==> src/common/gamePkg.sv <==
package gamePkg;

   localparam int buttonWidth = 4;    // one button and one LED per sequence index.
   localparam int addressWidth = 4;   // sixteen sequence entries.
   localparam int indexWidth = $clog2(buttonWidth);

   typedef enum logic [3:0] {
      stateIdle,
      statePrepare,
      stateStartRound,
      stateShowLed,
      stateNextLed,
      stateStartPlay,
      stateWaitMove,
      stateStoreMove,
      stateCompareMove,
      stateNextMove,
      stateEndRound,
      stateWon,
      stateLost
   } gameState_t;

   typedef struct packed {
      logic clearAddress;
      logic stepAddress;
      logic clearLimit;
      logic stepLimit;
      logic storeMove;
      logic ledOn;
      logic runLedTimer;
      logic clearLedTimer;
      logic runPlayTimer;
      logic clearPlayTimer;
   } gameCommand_t;

   typedef struct packed {
      logic addressAtLimit;
      logic limitAtLast;
      logic moveMatches;
      logic ledTimeUp;
      logic playTimeUp;
   } gameStatus_t;

endpackage

==> src/sequenceMemory.sv <==
`timescale 1ns/10ps

module sequenceMemory (
   input  logic [gamePkg::addressWidth-1:0] address,
   output logic [gamePkg::indexWidth-1:0]   buttonIndex
);

   always_comb begin
      case (address)
         4'd0:    buttonIndex = 2'd0;
         4'd1:    buttonIndex = 2'd2;
         4'd2:    buttonIndex = 2'd1;
         4'd3:    buttonIndex = 2'd3;
         4'd4:    buttonIndex = 2'd3;
         4'd5:    buttonIndex = 2'd0;
         4'd6:    buttonIndex = 2'd2;
         4'd7:    buttonIndex = 2'd1;
         4'd8:    buttonIndex = 2'd1;
         4'd9:    buttonIndex = 2'd3;
         4'd10:   buttonIndex = 2'd0;
         4'd11:   buttonIndex = 2'd2;
         4'd12:   buttonIndex = 2'd2;
         4'd13:   buttonIndex = 2'd1;
         4'd14:   buttonIndex = 2'd3;
         4'd15:   buttonIndex = 2'd0;
         default: buttonIndex = 2'd0;
      endcase
   end

endmodule

==> src/buttonPress.sv <==
`timescale 1ns/10ps

module buttonPress (
   input  logic                            clock,
   input  logic                            reset,
   input  logic [gamePkg::buttonWidth-1:0] buttons,
   output logic                            press,
   output logic [gamePkg::indexWidth-1:0]  pressIndex
);

   import gamePkg::*;

   logic [buttonWidth-1:0] lastButtons;
   logic                   singleButton;
   logic                   newPress;
   logic [indexWidth-1:0]  encodedIndex;

   assign singleButton = (buttons != '0) && ((buttons & (buttons - 1'b1)) == '0);
   assign newPress = singleButton && (lastButtons == '0);   // all released before this one.

   always_comb begin
      encodedIndex = '0;
      for (int i = 0; i < buttonWidth; i++) begin
         if (buttons[i]) begin
            encodedIndex = indexWidth'(i);
         end
      end
   end

   always_ff @(posedge clock or posedge reset) begin
      if (reset) begin
         lastButtons <= '0;
         press <= 1'b0;
      end else begin
         lastButtons <= buttons;
         press <= newPress;
      end
   end

   always_ff @(posedge clock) begin
      if (newPress) begin
         pressIndex <= encodedIndex;   // held until the next press.
      end
   end

endmodule

==> src/intervalTimer.sv <==
`timescale 1ns/10ps

module intervalTimer #(
   parameter int limit = 25
) (
   input  logic clock,
   input  logic reset,
   input  logic clear,
   input  logic run,
   output logic expired
);

   localparam int countWidth = $clog2(limit + 1);
   localparam logic [countWidth-1:0] lastCount = countWidth'(limit - 1);

   logic [countWidth-1:0] count;

   // the count stops at its last value, so expired stays up until cleared.
   assign expired = (count == lastCount);

   always_ff @(posedge clock or posedge reset) begin
      if (reset) begin
         count <= '0;
      end else if (clear) begin
         count <= '0;
      end else if (run && !expired) begin
         count <= count + 1'b1;
      end
   end

endmodule

==> src/game/gameControl.sv <==
`timescale 1ns/10ps

module gameControl (
   input  logic                  clock,
   input  logic                  reset,
   input  logic                  start,
   input  logic                  press,
   input  gamePkg::gameStatus_t  status,
   output gamePkg::gameCommand_t command,
   output logic                  won,
   output logic                  lost,
   output logic                  done,
   output gamePkg::gameState_t   stateDebug
);

   import gamePkg::*;

   gameState_t state;
   gameState_t nextState;

   always_ff @(posedge clock or posedge reset) begin
      if (reset) begin
         state <= stateIdle;
      end else begin
         state <= nextState;
      end
   end

   always_comb begin
      nextState = state;
      case (state)
         stateIdle,
         stateWon,
         stateLost: begin
            if (start) begin
               nextState = statePrepare;
            end
         end
         statePrepare:    nextState = stateStartRound;
         stateStartRound: nextState = stateShowLed;
         stateShowLed: begin
            if (status.ledTimeUp) begin
               nextState = stateNextLed;
            end
         end
         stateNextLed: begin
            if (status.addressAtLimit) begin
               nextState = stateStartPlay;
            end else begin
               nextState = stateShowLed;
            end
         end
         stateStartPlay:  nextState = stateWaitMove;
         stateWaitMove: begin
            if (press) begin
               nextState = stateStoreMove;   // a press wins over a timeout in the same cycle.
            end else if (status.playTimeUp) begin
               nextState = stateLost;
            end
         end
         stateStoreMove:  nextState = stateCompareMove;
         stateCompareMove: begin
            if (!status.moveMatches) begin
               nextState = stateLost;
            end else if (status.addressAtLimit) begin
               nextState = stateEndRound;
            end else begin
               nextState = stateNextMove;
            end
         end
         stateNextMove:   nextState = stateWaitMove;
         stateEndRound: begin
            if (status.limitAtLast) begin
               nextState = stateWon;
            end else begin
               nextState = stateStartRound;
            end
         end
         default:         nextState = stateIdle;
      endcase
   end

   // Command decode. Each field is a pure function of the current state.
   always_comb begin
      command = '0;
      case (state)
         statePrepare: begin
            command.clearLimit = 1'b1;
         end
         stateStartRound: begin
            command.clearAddress = 1'b1;
            command.clearLedTimer = 1'b1;
         end
         stateShowLed: begin
            command.ledOn = 1'b1;
            command.runLedTimer = 1'b1;
         end
         stateNextLed: begin
            command.stepAddress = 1'b1;   // startPlay rewinds it after the last entry.
            command.clearLedTimer = 1'b1;
         end
         stateStartPlay: begin
            command.clearAddress = 1'b1;
            command.clearPlayTimer = 1'b1;
         end
         stateWaitMove: begin
            command.runPlayTimer = 1'b1;
         end
         stateStoreMove: begin
            command.storeMove = 1'b1;
         end
         stateNextMove: begin
            command.stepAddress = 1'b1;
            command.clearPlayTimer = 1'b1;
         end
         stateEndRound: begin
            command.stepLimit = 1'b1;
         end
         default: begin
            command = '0;
         end
      endcase
   end

   assign won = (state == stateWon);
   assign lost = (state == stateLost);
   assign done = won || lost;
   assign stateDebug = state;

endmodule

==> src/game/gameDatapath.sv <==
`timescale 1ns/10ps

module gameDatapath #(
   parameter int numRounds = 16,
   parameter int ledCycles = 25,
   parameter int timeoutCycles = 100
) (
   input  logic                            clock,
   input  logic                            reset,
   input  gamePkg::gameCommand_t           command,
   input  logic                            press,
   input  logic [gamePkg::indexWidth-1:0]  pressIndex,
   output gamePkg::gameStatus_t            status,
   output logic [gamePkg::buttonWidth-1:0] leds
);

   import gamePkg::*;

   logic [addressWidth-1:0] address;
   logic [addressWidth-1:0] roundLimit;   // holds the round number minus one.
   logic [indexWidth-1:0]   storedMove;
   logic [indexWidth-1:0]   romIndex;

   always_ff @(posedge clock or posedge reset) begin
      if (reset) begin
         address <= '0;
         roundLimit <= '0;
      end else begin
         if (command.clearAddress) begin
            address <= '0;
         end else if (command.stepAddress) begin
            address <= address + 1'b1;
         end
         if (command.clearLimit) begin
            roundLimit <= '0;
         end else if (command.stepLimit) begin
            roundLimit <= roundLimit + 1'b1;
         end
      end
   end

   always_ff @(posedge clock) begin
      if (command.storeMove) begin
         storedMove <= pressIndex;
      end
   end

   sequenceMemory rom (
      .address(address),
      .buttonIndex(romIndex)
   );

   intervalTimer #(.limit(ledCycles)) ledTimer (
      .clock(clock),
      .reset(reset),
      .clear(command.clearLedTimer),
      .run(command.runLedTimer),
      .expired(status.ledTimeUp)
   );

   intervalTimer #(.limit(timeoutCycles)) playTimer (
      .clock(clock),
      .reset(reset),
      .clear(command.clearPlayTimer || press),
      .run(command.runPlayTimer),
      .expired(status.playTimeUp)
   );

   assign status.addressAtLimit = (address == roundLimit);
   assign status.limitAtLast = (roundLimit == addressWidth'(numRounds - 1));
   assign status.moveMatches = (storedMove == romIndex);

   always_comb begin
      leds = '0;
      if (command.ledOn) begin
         leds[romIndex] = 1'b1;
      end
   end

endmodule

==> src/sequenceGame.sv <==
`timescale 1ns/10ps

module sequenceGame #(
   parameter int numRounds = 16,
   parameter int ledCycles = 25,
   parameter int timeoutCycles = 100
) (
   input  logic                            clock,
   input  logic                            reset,
   input  logic                            start,
   input  logic [gamePkg::buttonWidth-1:0] buttons,
   output logic [gamePkg::buttonWidth-1:0] leds,
   output logic                            won,
   output logic                            lost,
   output logic                            done,
   output gamePkg::gameState_t             stateDebug
);

   import gamePkg::*;

   logic                  press;
   logic [indexWidth-1:0] pressIndex;
   gameCommand_t          command;
   gameStatus_t           status;

   buttonPress pressDetect (
      .clock(clock),
      .reset(reset),
      .buttons(buttons),
      .press(press),
      .pressIndex(pressIndex)
   );

   gameControl control (
      .clock(clock),
      .reset(reset),
      .start(start),
      .press(press),
      .status(status),
      .command(command),
      .won(won),
      .lost(lost),
      .done(done),
      .stateDebug(stateDebug)
   );

   gameDatapath #(
      .numRounds(numRounds),
      .ledCycles(ledCycles),
      .timeoutCycles(timeoutCycles)
   ) datapath (
      .clock(clock),
      .reset(reset),
      .command(command),
      .press(press),
      .pressIndex(pressIndex),
      .status(status),
      .leds(leds)
   );

endmodule

==> config.mk <==
export PLATFORM = sky130hd
export DESIGN_NAME = sequenceGame
export DESIGN_NICKNAME = d
export VERILOG_FILES = /design/src/common/gamePkg.sv /design/src/sequenceMemory.sv /design/src/buttonPress.sv /design/src/intervalTimer.sv /design/src/game/gameControl.sv /design/src/game/gameDatapath.sv /design/src/sequenceGame.sv
export SDC_FILE = /design/constraint.sdc
export NUM_CORES = 1
export LEC_CHECK = 0
export BUFFER_PORTS_ARGS = -buffer_cell sky130_fd_sc_hd__buf_2
export CAP_MARGIN = 20
export CELL_PAD_IN_SITES_DETAIL_PLACEMENT = 1
export CELL_PAD_IN_SITES_GLOBAL_PLACEMENT = 2
export CORE_MARGIN = 2
export CORE_UTILIZATION = 40
export DETAILED_ROUTE_END_ITERATION = 16
export PLACE_DENSITY = 0.91
export SLEW_MARGIN = 20
export SYNTH_ARGS = -nofsm -noshare
export SYNTH_HDL_FRONTEND = slang
export SYNTH_SLANG_ARGS = --single-unit
==> constraint.sdc <==
create_clock -name clock -period 5.3 [get_ports clock]
set_clock_uncertainty 0.05 [all_clocks]
set_input_delay 0 -clock clock [delete_from_list [all_inputs] [get_ports clock]]
set_output_delay 0 -clock clock [all_outputs]
set_load 0.005 [all_outputs]
### Word-level counts from Yosys, hierarchy flattened

Memories as Yosys holds them, arrays and structs flattened.
Index checks and enable logic that the tools add are counted.

| word-level totals | value |
|---|---|
| output and inout port bits | 11 |
| logic and storage cells | 94 |
| input port bits | 7 |
| bits in read-only memories | 32 |
| memories kept | 1 |
| flip-flop bits (word level) | 33 |

Memories:

| memory | words | width | read ports | clocked after Yosys merged registers in | wr ports | RTL line | text |
|---|---|---|---|---|---|---|---|
| (name not given) | 16 | 2 | 1 | 0 | 0 | sequenceMemory.sv:9 | `case (address)` |

| cells by class | value |
|---|---|
| reductions and logical operators | 24 |
| add/subtract/negate cells | 5 |
| eq/ne operators | 20 |
| muxes and demuxes | 31 |
| $lt $le $gt $ge | 2 |
| bitwise operators | 1 |

Operators with widths:

| kind | count |
|---|---|
| 2-to-1 mux 4 bit | 11 |
| one-hot mux 4 bit (10 select lines) | 1 |
| == test 4 bit (second input constant) | 6 |
| == test 4 x 3 -> 1 bit (second input constant) | 4 |
| 2-to-1 mux 7 bit | 2 |
| zero test 4 bit | 3 |
| 2-to-1 mux 1 bit | 11 |
| 2-to-1 mux 5 bit | 2 |
| OR reduction 2 bit | 5 |
| adder 4 x 1 -> 4 bit (second input constant) | 2 |
| == test 4 x 2 -> 1 bit (second input constant) | 2 |
| nonzero test 2 bit | 4 |
| adder 7 x 1 -> 7 bit (second input constant) | 1 |
| == test 7 bit (second input constant) | 1 |
| adder 5 x 1 -> 5 bit (second input constant) | 1 |
| == test 5 bit (second input constant) | 1 |
| logical AND 1 bit | 5 |
| bitwise AND 4 bit | 1 |
| == test 4 x 1 -> 1 bit (second input constant) | 1 |
| == test 4 bit | 1 |
| 2-to-1 mux 2 bit | 2 |
| nonzero test 4 bit | 1 |
| subtractor 4 x 1 -> 4 bit (second input constant) | 1 |
| less-than comparator 2 x 3 -> 1 bit (second input constant) | 1 |
| 11 further kinds | 13 |

### Depth between registers and ports, before layout

An unclocked memory read counts as a cell.

| logic depth | value |
|---|---|
| depth after elaboration | 6 |
| gate-level depth with buffers | 7 |
| mapped depth without buffers | 7 |

### By module

From an unflattened synthesis, not the netlist that was laid out.

| second synthesis, totals | value |
|---|---|
| cells, all modules | 221 |
| area total of the unflattened synthesis | 2135.8 µm² |

By module, submodules not included:

| module | cells an instance | times used | area an instance (µm²) | seq. area each (µm²) |
|---|---|---|---|---|
| gameControl | 73 | 1 | 566.8 | 100.1 |
| gameDatapath | 50 | 1 | 554.3 | 260.2 |
| intervalTimer at datapath.playTimer | 44 | 1 | 414.1 | 175.2 |
| intervalTimer at datapath.ledTimer | 28 | 1 | 286.5 | 125.1 |
| buttonPress | 18 | 1 | 252.7 | 185.2 |
| sequenceMemory | 8 | 1 | 61.3 | 0.0 |

### Worst setup path before layout

OpenSTA, ideal clock, no wires.

| path | value |
|---|---|
| path kind | flip-flop to flip-flop |
| start point | reg datapath.address[0] |
| end point | reg control.state[0], in the netlist control.stateDebug[0] |
| setup time | 82 ps |
| arrival | 1785 ps |
| path slack | 3383 ps |
| buffers on the path | 0 |
| cell stages (with the launch flop) | 7 |
| cell sequence | dfrtp_1 inv_1 ha_1 mux2i_4 xnor2_1 or4b_1 a31oi_1 |

| between the ends | value |
|---|---|
| word-level cells in the longest chain between the ends | 4 |

Ends and longest elaborated chain:

| element | RTL line | text |
|---|---|---|
| start: declaration | gameDatapath.sv:19 | `logic [addressWidth-1:0] address;` |
| start signal: assignment | gameDatapath.sv:32 | `address <= address + 1'b1;` |
| memory read (16 x 2 bit) or == test 4 bit (tied branches) | n/a |  |
| == test 2 bit or 2-to-1 mux 2 bit (tied branches) | gameDatapath.sv:71, gameControl.sv:65 |  |
| 2-to-1 mux 4 bit (*) | gameControl.sv:63 | `if (!status.moveMatches) begin` |
| one-hot mux 4 bit (10 select lines) (*) | gameControl.sv:31 | `case (state)` |
| end signal: assignment | gameControl.sv:23 | `state <= stateIdle;` |
| end signal: assignment | gameControl.sv:25 | `state <= nextState;` |
| end: declaration | gameControl.sv:18 | `gameState_t state;` |

Every way passes the cells marked *; elsewhere a longest branch is shown, timed or not.
A chain may end at the register's enable or synchronous reset.

### Worst setup path after layout

| path | value |
|---|---|
| start point | reg control.state[3], in the netlist control.stateDebug[3] |
| end point | reg control.state[1], in the netlist control.stateDebug[1] |

| between the ends | value |
|---|---|
| word-level cells in the longest chain between the ends | 4 |

Ends and longest elaborated chain:

| element | RTL line |
|---|---|
| == test 4 bit or zero test 4 bit (tied branches) | gameControl.sv:31 |
| OR reduction 3 bit | gameControl.sv:31 |
| != test 2 bit (no line) | n/a |
| AND reduction 3 bit (no line) | n/a |

Several ways; a longest one is shown, not always the timed one.

==> impl_metrics.tcl <==
set metrics [dict create \
    hold-path-cell-count 3 \
    hold_path.startpoint "start" \
    p_sw_mw 0.521 \
    cts_root_buf "clkbuf_8" \
    cts_num_sinks 33 \
    final_cell_mix "nor2_1, dfrtp_1, nand2_1" \
    die_w_um 76.6 \
    crit_path_max_incr_delay_ns 0.97 \
    grt_pass1_vias 1792 \
    path_clk_slew_ns 0.07 \
    synth_compound_area_share_pct 17.2 \
    die_area_mm2 0.00587 \
    final_nets 262 \
    peakVddDrop_mv 0.184 \
    cpMaxStageDelayCell "dfrtp_1" \
    synthToLayoutAreaGrowth_pct 10.6 \
    min_period_ns 2.34 \
    critPathLaunch "control.stateDebug[3]" \
    grt_max_degree 33 \
    worst-path-stages 5 \
    finalWirelength_um 4990 \
    cp-start-kind "register" \
    clk_path_buf_depth 2 \
    path_buf_inv 0 \
    wire_per_inst_um 15.6 \
    cp_common_cell "nor2_1" \
    rr_startpoint "control.stateDebug[3]" \
    final_util_pct 45.7 \
    yosys.area_share.simple_pct 21.4 \
    ant_nets 0 \
    clk_latency_ns 0.29 \
    syn_nets 245 \
    drive_gt1_share_pct 14.5 \
    endpoint_kind "register" \
    io_pins 18 \
    synthAdderAreaFrac_pct 4.15 \
    ys_types 54 \
    p_seq_share_pct 38.9 \
    sw_frac_of_total_pct 45.8 \
    p_leak_nw 1.00 \
    crit_path_cell_trace "nor2_1 > a211oi_1 > o221a_2 > nor2_1 > a311o_1" \
    num_vias 1792 \
    row_count 26 \
    cts_setup_buffers 0 \
    fmax_mhz 427 \
    synthMuxAreaShare_pct 2.02 \
    antennaDiodeCount 0 \
    port_buffers 17 \
    ctsResizeCount 0 \
    status "finished, final reports clean" \
    final_common_cell "nor2_1" \
    cp.arrival_ns 2.46 \
    timing.hold.ws_ns 0.100 \
    cp_max_fo 32 \
    slew-limit-headroom_pct 37.0 \
    grt_usage_pct 18.5 \
    cts_made_buffers 5 \
    syn_area_mm2 0.00211 \
    cts_tree "done" \
    dp_hpwl_um 3470 \
    p_int_mw 0.615 \
    fillers 622 \
    antenna_found_initial 0 \
    synth_seq_cells 33 \
    drv_slew 0 \
    initial_core_util_pct 41.3 \
    ys_seq_area_share_pct 40.1 \
    drtIter0Drc 130 \
    avgSynthCellArea_um2 9.13 \
    setup_viol 0 \
    drv_cap 0 \
    async_flop_share_pct 87.9 \
    crit_family "flip-flops" \
    grt_first_pass_wirelength_um 8820 \
    synthCells 231 \
    min_period_over_period_pct 44.2 \
    tns_ns 0 \
    min_path_type "in2reg" \
    clock_power_share_pct 17.6 \
    grt-ovfl-total 0 \
    reg2reg_depth 5 \
    combPwrFrac_pct 43.5 \
    r2r_slack_ns 2.96 \
    gp_congestion 0.790 \
    fp.coreArea_mm2 0.00511 \
    synth_flop_cell "dfrtp_1" \
    yosysTopAreaCell "dfrtp_1" \
    htreeDepth 2 \
    yosys_warnings 0 \
    synth_edf_count 4 \
    rsz0062_at_grt "no" \
    viasPerCell 5.62 \
    powerDensity_mw_per_mm2 487 \
    remaining_drc_errors 0 \
    cp.required_ns 5.42 \
    finalHoldViolCount 0 \
    critPathKind "reg2reg" \
    yosys-top-cells-area "dfrtp_1, edfxtp_1, nor2_1" \
    netlist.area_leader.share_pct 34.4 \
    drt_first_pass_iters 4 \
    worstMarginPinSlew_ns 0.945 \
    synth_top_family_by_area "simple AND/OR/NAND/NOR gates" \
    die_h_um 76.6 \
    synth_xor_area_share_pct 8.31 \
]
==> per-layer routing <==
metal	vias to the layer above	GRT usage [%]	routed length, µm
met5	-	0	0
met1	900	24.5	2380
met2	22	30.7	2420
met4	0	5.64	60
met3	7	3.67	124
li1	863	-	-
==> registers in the layout, summed over array words and instances, names as in the netlist <==
| signal | count |
|---|---|
| datapath.roundLimit | 4 |
| pressDetect.pressIndex | 2 |
| datapath.storedMove | 2 |
| datapath.address | 4 |
| datapath.ledTimer.count | 5 |
| pressDetect.lastButtons | 4 |
| pressDetect.press | 1 |
| datapath.playTimer.count | 7 |
| control.stateDebug | 4 |
==> worst paths after layout <==
path | endpoint
min reg2reg | datapath.storedMove[0]
min in group asynchronous | control.stateDebug[3]
max reg2reg | control.stateDebug[1]
max | control.stateDebug[1]
max in group asynchronous | pressDetect.lastButtons[1]
min | control.stateDebug[0]
==> cell families (layout without fill, tap and decap cells) <==
family / after synthesis / count (layout)
buffers and inverters: 25 / 43
flip-flops: 33 / 33
multiplexers: 3 / 3
XOR/XNOR: 20 / 20
AND/OR/NAND/NOR: 88 / 88
AO/OA/AOI/OAI: 55 / 55
adder cells (fa/ha/maj): 7 / 7
==> power by group through the flow <==
stage | clock network [mW] | registers [mW] | logic [mW]
6_report | 0.200 | 0.442 | 0.494
5_1_grt | 0.219 | 0.459 | 0.559
4_1_cts | 0.206 | 0.439 | 0.495
3_5_place_dp | 0 | 0.444 | 0.489
3_3_place_gp | 0 | 0.441 | 0.480
2_1_floorplan | 0 | 0.353 | 0.470
==> worst min-delay path: stages <==
cell and delay [ns]:
buf_2 0.10, o221a_2 0.22, a31oi_1 0.08
==> through the flow <==
step | area [µm²] | setup slack (ns) | std cells | power (mW)
final | 2330 | 2.96 | 319 | 1.14
after global routing | 2330 | 2.81 | 319 | 1.24
after CTS | 2330 | 3.00 | 319 | 1.14
after detailed placement | 2190 | 3.02 | 306 | 0.933
after global placement | 2190 | 3.05 | 306 | 0.922
after floorplan | 2110 | 3.38 | 231 | 0.823
==> synth_stat cells (all sizes together) (2+ instances only) <==
master,instances
a211oi,2
a21oi,16
a311oi,3
a31oi,4
and3,5
and4bb,3
buf,10
clkbuf,3
dfrtp,29
edfxtp,4
ha,7
inv,11
mux2i,3
nand2,19
nand3,3
nand4,8
nand4b,2
nor2,30
nor3,9
nor3b,2
o211ai,2
o21ai,12
o22ai,2
o31ai,3
xnor2,11
xor2,9
==> timing repair <==
item | in CTS | in global routing
endpoints found under the hold margin | 35 | 0
hold buffers | 5 | 0
setup endpoints to repair | 0 | 0
==> final cells by class <==
type	instances	area (µm²)	share of cell area, %
Clock inverter	2	8.76	0.376
Clock buffer	6	82.6	3.54
Sequential cell	33	846	36.3
Timing Repair Buffer	23	143	6.12
Inverter	12	45.0	1.93
Tap cell	70	87.6	3.76
Multi-Input combinational cell	173	1120	48.0
Note: power is estimated with default switching activity, not from simulation.
